$ cat config.mk
export PLATFORM = sky130hd
export DESIGN_NAME = pipeTop
export DESIGN_NICKNAME = d
export VERILOG_FILES = /design/src/pipeCtrlPkg.sv /design/src/dcacheCredit.sv /design/src/hazardDetect.sv /design/src/mulDivSeq.sv /design/src/pipeConfig.sv /design/src/pipeControl.sv /design/src/pipeTop.sv /design/src/stageRegs.sv
export SDC_FILE = /design/constraint.sdc
export NUM_CORES = 1
export LEC_CHECK = 0
export ABC_AREA = 1
export BUFFER_PORTS_ARGS = -buffer_cell sky130_fd_sc_hd__buf_2
export CORE_AREA = 2 2 202 204
export CTS_BUF_LIST = sky130_fd_sc_hd__clkbuf_4 sky130_fd_sc_hd__clkbuf_8
export DETAILED_ROUTE_END_ITERATION = 8
export DIE_AREA = 0 0 204 206
export MAX_ROUTING_LAYER = met4
export PLACE_DENSITY_LB_ADDON = 0.05
export SYNTH_ARGS = -nofsm -noshare
export SYNTH_HDL_FRONTEND = slang
export SYNTH_HIERARCHICAL = 1
export SYNTH_SLANG_ARGS = --single-unit
$ cat constraint.sdc
create_clock -name clk -period 5.8 [get_ports clk]
set_clock_uncertainty 0.15 [all_clocks]
set_input_delay 0.87 -clock clk [delete_from_list [all_inputs] [get_ports clk]]
set_output_delay 0.87 -clock clk [all_outputs]
set_load 0.03 [all_outputs]
$ cat src/pipeCtrlPkg.sv
`default_nettype none

package pipeCtrlPkg;

    // Pipeline geometry
    localparam int STAGES = 7;
    localparam int PC_W   = 16;
    localparam int CFG_W  = 16;
    localparam int REG_W  = 5;

    // Stage index into the per-stage write and flush vectors
    localparam int S_PREIF = 0;
    localparam int S_IF    = 1;
    localparam int S_ID    = 2;
    localparam int S_EXE   = 3;
    localparam int S_MEM1  = 4;
    localparam int S_MEM2  = 5;
    localparam int S_WB    = 6;

    // Data cache request credits
    localparam int DCACHE_CREDITS = 2;
    localparam int CREDIT_W       = $clog2(DCACHE_CREDITS + 1);

    // Values after reset
    localparam logic [PC_W-1:0]  RESET_PC       = '0;
    localparam logic [CFG_W-1:0] DEF_MULDIV_LAT = 4;
    localparam logic [PC_W-1:0]  DEF_EXC_VECTOR = 16'h0100;

    typedef enum logic [2:0] {
        OP_ALU     = 3'd0,
        OP_LOAD    = 3'd1,
        OP_STORE   = 3'd2,
        OP_MULDIV  = 3'd3,
        OP_JUMP    = 3'd4,
        OP_BRMISS  = 3'd5,
        OP_SYSCALL = 3'd6
    } opcodeE;

    // Winning branch of the stall and flush priority chain
    typedef enum logic [3:0] {
        CAUSE_NONE    = 4'd0,
        CAUSE_DCACHE  = 4'd1,
        CAUSE_MULDIV  = 4'd2,
        CAUSE_EXCEPT  = 4'd3,
        CAUSE_DH_MEM2 = 4'd4,
        CAUSE_DH_MEM1 = 4'd5,
        CAUSE_DH_EXE  = 4'd6,
        CAUSE_BRMISS  = 4'd7,
        CAUSE_JUMP    = 4'd8
    } stallCauseE;

    // Instruction token, rd of zero means no register write
    typedef struct packed {
        logic             valid;
        opcodeE           op;
        logic [REG_W-1:0] rs;
        logic [REG_W-1:0] rt;
        logic [REG_W-1:0] rd;
        logic [PC_W-1:0]  pc;
        logic [PC_W-1:0]  target;
    } instrT;

    // Bit k of wr and flush belongs to stage k, flush of PREIF stays zero
    typedef struct packed {
        logic [STAGES-1:0] wr;
        logic [STAGES-1:0] flush;
        logic              idDisWr;
        logic              exeDisWr;
        logic              memDisWr;
    } stageCtrlT;

    typedef struct packed {
        logic exeHaz;
        logic mem1Haz;
        logic mem2Haz;
    } hazardT;

    typedef struct packed {
        logic            valid;
        logic            isStore;
        logic [PC_W-1:0] addr;
    } dReqT;

    typedef struct packed {
        logic             valid;
        logic [PC_W-1:0]  pc;
        logic [REG_W-1:0] rd;
    } retireT;

endpackage

`default_nettype wire

$ cat src/dcacheCredit.sv
`default_nettype none

module dcacheCredit (
    input  logic               clk,
    input  logic               arstN,
    input  pipeCtrlPkg::instrT mem1Instr,
    input  logic               mem1Wr,
    input  logic               dCredit,
    output pipeCtrlPkg::dReqT  dReq,
    output logic               dcacheBusy
);
    import pipeCtrlPkg::*;

    logic                memOp;
    logic [CREDIT_W-1:0] creditCnt;

    assign memOp = mem1Instr.valid && ((mem1Instr.op == OP_LOAD) || (mem1Instr.op == OP_STORE));

    // Out of credit with a memory op waiting stalls everything
    assign dcacheBusy = memOp && (creditCnt == '0);

    // One request per memory op, sent as it leaves MEM1
    always_comb begin
        dReq.valid   = memOp && mem1Wr && (creditCnt != '0);
        dReq.isStore = (mem1Instr.op == OP_STORE);
        dReq.addr    = mem1Instr.target;
    end

    // Request takes a credit, returned pulse gives one back
    // Both together cancel, count saturates at the full pool
    always_ff @(posedge clk or negedge arstN) begin
        if (!arstN) begin
            creditCnt <= CREDIT_W'(DCACHE_CREDITS);
        end else begin
            case ({dReq.valid, dCredit})
                2'b10: creditCnt <= creditCnt - 1'b1;
                2'b01: begin
                    if (creditCnt != CREDIT_W'(DCACHE_CREDITS)) begin
                        creditCnt <= creditCnt + 1'b1;
                    end
                end
                default: creditCnt <= creditCnt;
            endcase
        end
    end

endmodule

`default_nettype wire

$ cat src/hazardDetect.sv
`default_nettype none

module hazardDetect (
    input  pipeCtrlPkg::instrT  idInstr,
    input  pipeCtrlPkg::instrT  exeInstr,
    input  pipeCtrlPkg::instrT  mem1Instr,
    input  pipeCtrlPkg::instrT  mem2Instr,
    output pipeCtrlPkg::hazardT hazard
);
    import pipeCtrlPkg::*;

    hazardT rsHaz;
    hazardT rtHaz;

    // Valid producer with a real destination equal to src
    function automatic logic writesReg(input instrT prod, input logic [REG_W-1:0] src);
        return prod.valid && (prod.rd != '0) && (prod.rd == src);
    endfunction

    // Youngest producer of src decides, older writers are shadowed
    function automatic hazardT srcHazard(input logic [REG_W-1:0] src,
                                         input instrT exeTok,
                                         input instrT mem1Tok,
                                         input instrT mem2Tok);
        hazardT h;
        h = '0;
        if (writesReg(exeTok, src)) begin
            // ALU result forwarded from EXE, load and mul/div are not
            h.exeHaz = (exeTok.op == OP_LOAD) || (exeTok.op == OP_MULDIV);
        end else if (writesReg(mem1Tok, src)) begin
            h.mem1Haz = (mem1Tok.op == OP_LOAD);
        end else if (writesReg(mem2Tok, src)) begin
            h.mem2Haz = (mem2Tok.op == OP_LOAD);
        end
        return h;
    endfunction

    // Register 0 cannot match since writesReg rejects rd 0
    always_comb begin
        rsHaz = srcHazard(idInstr.rs, exeInstr, mem1Instr, mem2Instr);
        rtHaz = srcHazard(idInstr.rt, exeInstr, mem1Instr, mem2Instr);
    end

    // Bubbles in ID never stall
    always_comb begin
        hazard.exeHaz  = idInstr.valid && (rsHaz.exeHaz || rtHaz.exeHaz);
        hazard.mem1Haz = idInstr.valid && (rsHaz.mem1Haz || rtHaz.mem1Haz);
        hazard.mem2Haz = idInstr.valid && (rsHaz.mem2Haz || rtHaz.mem2Haz);
    end

endmodule

`default_nettype wire

$ cat src/mulDivSeq.sv
`default_nettype none

module mulDivSeq (
    input  logic                          clk,
    input  logic                          arstN,
    input  pipeCtrlPkg::instrT            exeInstr,
    input  logic                          exeWr,
    input  logic [pipeCtrlPkg::CFG_W-1:0] mulDivLat,
    output logic                          mdBusy
);
    import pipeCtrlPkg::*;

    logic             exeFresh;
    logic             mdStart;
    logic [CFG_W-1:0] mdCnt;

    // EXE holds a token that arrived on the last edge
    always_ff @(posedge clk or negedge arstN) begin
        if (!arstN) begin
            exeFresh <= 1'b0;
        end else begin
            exeFresh <= exeWr;
        end
    end

    assign mdStart = exeFresh && exeInstr.valid && (exeInstr.op == OP_MULDIV);

    // Arrival cycle counts as the first busy cycle
    assign mdBusy = mdStart ? (mulDivLat != '0) : (mdCnt != '0);

    // Remaining busy cycles after the current one
    always_ff @(posedge clk or negedge arstN) begin
        if (!arstN) begin
            mdCnt <= '0;
        end else if (mdStart) begin
            mdCnt <= (mulDivLat == '0) ? '0 : mulDivLat - 1'b1;
        end else if (mdCnt != '0) begin
            mdCnt <= mdCnt - 1'b1;
        end
    end

endmodule

`default_nettype wire

$ cat src/pipeConfig.sv
`default_nettype none

module pipeConfig (
    input  logic                          clk,
    input  logic                          arstN,
    input  logic                          cfgWrEn,
    input  logic                          cfgSel,
    input  logic [pipeCtrlPkg::CFG_W-1:0] cfgData,
    output logic [pipeCtrlPkg::CFG_W-1:0] mulDivLat,
    output logic [pipeCtrlPkg::PC_W-1:0]  excVector
);
    import pipeCtrlPkg::*;

    // Multiply/divide occupancy in cycles, selected by cfgSel low
    always_ff @(posedge clk or negedge arstN) begin
        if (!arstN) begin
            mulDivLat <= DEF_MULDIV_LAT;
        end else if (cfgWrEn && !cfgSel) begin
            mulDivLat <= cfgData;
        end
    end

    // Exception redirect target, selected by cfgSel high
    // Only the low PC_W bits of the write data matter
    always_ff @(posedge clk or negedge arstN) begin
        if (!arstN) begin
            excVector <= DEF_EXC_VECTOR;
        end else if (cfgWrEn && cfgSel) begin
            excVector <= cfgData[PC_W-1:0];
        end
    end

endmodule

`default_nettype wire

$ cat src/pipeControl.sv
`default_nettype none

module pipeControl (
    input  logic                    dcacheBusy,
    input  logic                    mdBusy,
    input  logic                    exceptInMem1,
    input  pipeCtrlPkg::hazardT     hazard,
    input  logic                    brMissInExe,
    input  logic                    jumpInId,
    output pipeCtrlPkg::stageCtrlT  ctrl,
    output pipeCtrlPkg::stallCauseE cause
);
    import pipeCtrlPkg::*;

    logic exeDisWr;

    // Priority chain, oldest and most blocking condition first
    always_comb begin
        if (dcacheBusy) begin
            cause = CAUSE_DCACHE;
        end else if (mdBusy) begin
            cause = CAUSE_MULDIV;
        end else if (exceptInMem1) begin
            cause = CAUSE_EXCEPT;
        end else if (hazard.mem2Haz) begin
            cause = CAUSE_DH_MEM2;
        end else if (hazard.mem1Haz) begin
            cause = CAUSE_DH_MEM1;
        end else if (hazard.exeHaz) begin
            cause = CAUSE_DH_EXE;
        end else if (brMissInExe) begin
            cause = CAUSE_BRMISS;
        end else if (jumpInId) begin
            cause = CAUSE_JUMP;
        end else begin
            cause = CAUSE_NONE;
        end
    end

    // EXE side effects off for exception, MEM1 hazard or busy mul/div
    // Independent of the chain above
    assign exeDisWr = exceptInMem1 || hazard.mem1Haz || mdBusy;

    // A flushed stage takes a bubble even when it is also written
    always_comb begin
        ctrl          = '0;
        ctrl.wr       = '1;
        ctrl.exeDisWr = exeDisWr;
        case (cause)
            CAUSE_DCACHE, CAUSE_MULDIV: begin
                // Whole pipe frozen
                ctrl.wr       = '0;
                ctrl.memDisWr = 1'b1;
            end
            CAUSE_EXCEPT: begin
                // Vector into PREIF, younger work dropped
                // Syscall itself moves on into MEM2
                ctrl.wr[S_MEM1:S_IF]    = '0;
                ctrl.flush[S_MEM1:S_IF] = '1;
                ctrl.memDisWr           = 1'b1;
            end
            CAUSE_DH_MEM2: begin
                // Hold up to MEM1, bubble into MEM2
                ctrl.wr[S_MEM1:S_PREIF] = '0;
                ctrl.flush[S_MEM2]      = 1'b1;
                ctrl.memDisWr           = 1'b1;
            end
            CAUSE_DH_MEM1: begin
                // Hold up to EXE, bubble into MEM1
                ctrl.wr[S_EXE:S_PREIF] = '0;
                ctrl.flush[S_MEM1]     = 1'b1;
            end
            CAUSE_DH_EXE: begin
                // Hold up to ID, bubble into EXE
                ctrl.wr[S_ID:S_PREIF] = '0;
                ctrl.flush[S_EXE]     = 1'b1;
                ctrl.idDisWr          = 1'b1;
            end
            CAUSE_BRMISS: begin
                // Redirect from EXE target
                // No delay slot, so the wrong-path ID token must not reach EXE
                ctrl.wr[S_ID:S_IF]     = '0;
                ctrl.flush[S_EXE:S_IF] = '1;
            end
            CAUSE_JUMP: begin
                // Redirect from ID target, jump itself goes on to EXE
                // ID refills from IF, so that copy is killed too
                ctrl.wr[S_IF]         = 1'b0;
                ctrl.flush[S_ID:S_IF] = '1;
            end
            default: begin
                // Free flow
                ctrl.wr = '1;
            end
        endcase
    end

endmodule

`default_nettype wire

$ cat src/pipeTop.sv
`default_nettype none

module pipeTop (
    input  logic                          clk,
    input  logic                          arstN,
    input  pipeCtrlPkg::instrT            fetchInstr,
    input  logic                          dCredit,
    input  logic                          cfgWrEn,
    input  logic                          cfgSel,
    input  logic [pipeCtrlPkg::CFG_W-1:0] cfgData,
    output logic [pipeCtrlPkg::PC_W-1:0]  fetchPc,
    output pipeCtrlPkg::dReqT             dReq,
    output pipeCtrlPkg::retireT           retire
);
    import pipeCtrlPkg::*;

    logic [CFG_W-1:0] mulDivLat;
    logic [PC_W-1:0]  excVector;
    instrT            idInstr;
    instrT            exeInstr;
    instrT            mem1Instr;
    instrT            mem2Instr;
    hazardT           hazard;
    stageCtrlT        ctrl;
    // Current stall reason from the controller
    stallCauseE       stallCause;
    logic             dcacheBusy;
    logic             mdBusy;
    logic             jumpInId;
    logic             brMissInExe;
    logic             exceptInMem1;

    pipeConfig pipeConfig_inst (
        .clk, .arstN, .cfgWrEn, .cfgSel, .cfgData, .mulDivLat, .excVector
    );

    hazardDetect hazardDetect_inst (
        .idInstr, .exeInstr, .mem1Instr, .mem2Instr, .hazard
    );

    pipeControl pipeControl_inst (
        .dcacheBusy, .mdBusy, .exceptInMem1, .hazard, .brMissInExe, .jumpInId,
        .ctrl, .cause(stallCause)
    );

    // EXE written means a new token enters EXE
    mulDivSeq mulDivSeq_inst (
        .clk, .arstN, .exeInstr, .exeWr(ctrl.wr[S_EXE]), .mulDivLat, .mdBusy
    );

    // MEM1 written means its memory op moves on
    dcacheCredit dcacheCredit_inst (
        .clk, .arstN, .mem1Instr, .mem1Wr(ctrl.wr[S_MEM1]), .dCredit, .dReq, .dcacheBusy
    );

    stageRegs stageRegs_inst (
        .clk, .arstN, .ctrl, .fetchInstr, .excVector, .fetchPc,
        .idInstr, .exeInstr, .mem1Instr, .mem2Instr,
        .jumpInId, .brMissInExe, .exceptInMem1, .retire
    );

endmodule

`default_nettype wire

$ cat src/stageRegs.sv
`default_nettype none

module stageRegs (
    input  logic                         clk,
    input  logic                         arstN,
    input  pipeCtrlPkg::stageCtrlT       ctrl,
    input  pipeCtrlPkg::instrT           fetchInstr,
    input  logic [pipeCtrlPkg::PC_W-1:0] excVector,
    output logic [pipeCtrlPkg::PC_W-1:0] fetchPc,
    output pipeCtrlPkg::instrT           idInstr,
    output pipeCtrlPkg::instrT           exeInstr,
    output pipeCtrlPkg::instrT           mem1Instr,
    output pipeCtrlPkg::instrT           mem2Instr,
    output logic                         jumpInId,
    output logic                         brMissInExe,
    output logic                         exceptInMem1,
    output pipeCtrlPkg::retireT          retire
);
    import pipeCtrlPkg::*;

    logic [PC_W-1:0] nextPc;
    instrT           tok   [S_IF:S_WB];
    instrT           tokIn [S_IF:S_WB];

    // Redirect sources decoded from held tokens
    assign jumpInId     = tok[S_ID].valid && (tok[S_ID].op == OP_JUMP);
    assign brMissInExe  = tok[S_EXE].valid && (tok[S_EXE].op == OP_BRMISS);
    assign exceptInMem1 = tok[S_MEM1].valid && (tok[S_MEM1].op == OP_SYSCALL);

    // Same order as the controller chain
    always_comb begin
        if (exceptInMem1) begin
            nextPc = excVector;
        end else if (brMissInExe) begin
            nextPc = tok[S_EXE].target;
        end else if (jumpInId) begin
            nextPc = tok[S_ID].target;
        end else begin
            nextPc = fetchPc + PC_W'(1);
        end
    end

    // IF loads the fetched word tagged with the PC that fetched it
    always_comb begin
        tokIn[S_IF]    = fetchInstr;
        tokIn[S_IF].pc = fetchPc;
        for (int k = S_ID; k <= S_WB; k++) begin
            tokIn[k] = tok[k-1];
        end
    end

    // PREIF is the PC register itself
    always_ff @(posedge clk or negedge arstN) begin
        if (!arstN) begin
            fetchPc <= RESET_PC;
            for (int k = S_IF; k <= S_WB; k++) begin
                tok[k] <= '0;
            end
        end else begin
            if (ctrl.wr[S_PREIF]) begin
                fetchPc <= nextPc;
            end
            // Flush beats write
            for (int k = S_IF; k <= S_WB; k++) begin
                if (ctrl.flush[k]) begin
                    tok[k] <= '0;
                end else if (ctrl.wr[k]) begin
                    tok[k] <= tokIn[k];
                end
            end
        end
    end

    assign idInstr   = tok[S_ID];
    assign exeInstr  = tok[S_EXE];
    assign mem1Instr = tok[S_MEM1];
    assign mem2Instr = tok[S_MEM2];

    // Retires as it leaves WB
    always_comb begin
        retire.valid = tok[S_WB].valid && ctrl.wr[S_WB];
        retire.pc    = tok[S_WB].pc;
        retire.rd    = tok[S_WB].rd;
    end

endmodule

`default_nettype wire

==> flow_summary.toml <==
[run_status]
status = "finished clean"

[cells_and_area]
areaGrowthSynthToFinish_pct = 9.00
nFillCells = 4250
final_area_sq_um = 16300
fin_nets = 1887
n_antenna_cell = 0
drive_above_1_share = 0.165

[global_route]
antenna_found_initial = 0
grt_usage = 0.201
grt_max_degree = 146
gr-total-overflow = 0
grt_pass1_vias = 11500
grt_pass1_wl_microns = 64200

[critical_path]
critPathCaptureType = "primary output"
cpMaxStageDelayCell = "o31ai_1"
critical_path.max_stage_delay_ns = 0.75
cp.required_ns = 4.78
startpoint_type = "flip-flop"
path_class = "reg -> out"
reg2reg_depth = 14
reg2reg_slack_ns = 1.38
crit_fanout = 22
cpMostUsedCell = "inv_1"
rr_endpoint = "stageRegs_inst/exeInstr[47]"
crit_family = "simple AND/OR/NAND/NOR gates"
path_cells = "inv_1 > nor2_1 > nand3_2 > o31ai_1 > inv_1 > nor2_4 > nand2_2 > nor2_4 > nand4_1 > nand2_2 > inv_1 > inv_1 > nor2_2 > nand3_2 > inv_1 > buf_2"
arrival_ns = 3.86
path_buf_inv = 6
reg2reg_from = "stageRegs_inst/exeInstr[47]"

[die]
row_count = 74
ios = 128
die_h_microns = 206
core_sq_um = 40200
dieArea_sq_um = 42000
initial_utilization = 0.373
dieWidth_microns = 204

[clocking]
numCtsBuffers = 55
cts.clk_slew.worst_paths_ns = 0.06
post_cts_buffers = 0
clockBufferDepth = 3
clk_latency_ns = 0.64
cts_tree = "done"
ctsHtreeMaxLevel = 2
holdBufCountCts = 0
cts_resized = 0
clkSinkCount = 298
cts_root_buffer = "clkbuf_8"

[timing]
fin_hold_ws_ns = 0.109
tns_ns = 0
layout_min_cycle_time_ns = 4.88
fmax_ghz = 0.205
finalHoldViolations = 0
max_slew_margin = 0.205
period_share = 0.841
setup_viol = 0
rsz0062_at_grt = "false"
worst_pin_slew_ns = 1.19
slew_viol_final = 0

[routing]
dr.pass1.iters = 4
drc_errors = 0
wire_per_inst_microns = 16.7
drtAntennaViolNets = 0
viasPerCell = 4.80
finalWirelength_microns = 39700
vias = 11400
drt_iter0_drc = 676

[placement]
placedInstanceArea_sq_um = 15200
gp_congestion = 0.845
port_buffers = 111
place_hpwl_microns = 27200

[pwr]
vdd_drop_max_mv = 0.148
power.density_nw_per_um2 = 393
p_leak_uw = 0.00822

[hold_path]
min_path_type = "in -> async"

[logic_synthesis]
yosys_warnings = 6
syn_inst = 1811
netlist_area_sq_um = 15000
synth_fp_nets = 1887
avgSynthCellArea_sq_um = 8.27

[flow_run]
cap_violations = 0
## per-stage QoR
step	total power [uW]	setup slack, ns	util	cells
after floorplan	4050	2.59	-	1811
after global placement	4370	1.43	0.378	2286
after detailed placement	4390	1.38	0.378	2286
after CTS	6520	0.816	0.406	2380
after global routing	6870	0.593	0.406	2380
final	6410	0.921	0.406	2380
## routing by layer
| metal | up-vias | wire length [microns] | global-route usage |
|---|---|---|---|
| met4 | 0 | 663 | 0.0487 |
| met3 | 53 | 1770 | 0.0396 |
| met2 | 188 | 18800 | 0.321 |
| met5 | - | 0 | - |
| met1 | 5519 | 18500 | 0.263 |
| li1 | 5659 | - | - |
## cell type report
| cell class | instances | area (sq um) | share of cell area |
|---|---|---|---|
| multi-input combinational | 961 | 5010 | 0.307 |
| clock buffer | 88 | 1060 | 0.0650 |
| tap | 532 | 666 | 0.0408 |
| sequential | 298 | 7460 | 0.457 |
| inverter | 373 | 1410 | 0.0861 |
| clock inverter | 6 | 61.3 | 0.00376 |
| timing repair buffer | 122 | 661 | 0.0405 |
## sequential cells by signal (all words and copies together), names as in the netlist
register                     flops
dcacheCredit_inst/creditCnt      2
mulDivSeq_inst/exeFresh          1
mulDivSeq_inst/mdCnt            16
pipeConfig_inst/excVector       16
pipeConfig_inst/mulDivLat       16
stageRegs_inst/exeInstr         41
stageRegs_inst/fetchPc          16
stageRegs_inst/idInstr          51
stageRegs_inst/mem1Instr        41
stageRegs_inst/mem2Instr        25
stageRegs_inst/retire           21
stageRegs_inst/tok              52
## power breakdown
group	switching (uW)	leakage, uW	internal (uW)
Sequential	317	0.00381	2530
Clock	879	0.000601	1190
Combinational	978	0.00381	514
Total	2170	0.00822	4230
## worst max-delay path by stage
stage	slack, ns	to	depth (start not counted)	from
floorplan	2.59	dReq[17]	17	pipeConfig_inst/mulDivLat[0]
global placement	1.43	stageRegs_inst/tok[294]	14	stageRegs_inst/exeInstr[47]
detailed placement	1.38	stageRegs_inst/tok[299]	13	stageRegs_inst/exeInstr[49]
CTS	0.82	dReq[17]	16	stageRegs_inst/exeInstr[47]
global route	0.59	dReq[17]	16	stageRegs_inst/exeInstr[47]
finish	0.92	dReq[17]	16	stageRegs_inst/exeInstr[47]
## layout by cell type (no fill, tap or decap), types with 22 or more instances in the layout
cell type	n
o22ai_1	193
inv_1	357
xor2_1	22
buf_2	110
dfrtp_1	295
clkbuf_4	24
nand3_1	127
nand2_1	313
o21ai_0	84
nor2_1	88
clkbuf_8	64
Note: power is estimated with default switching activity, not from simulation.
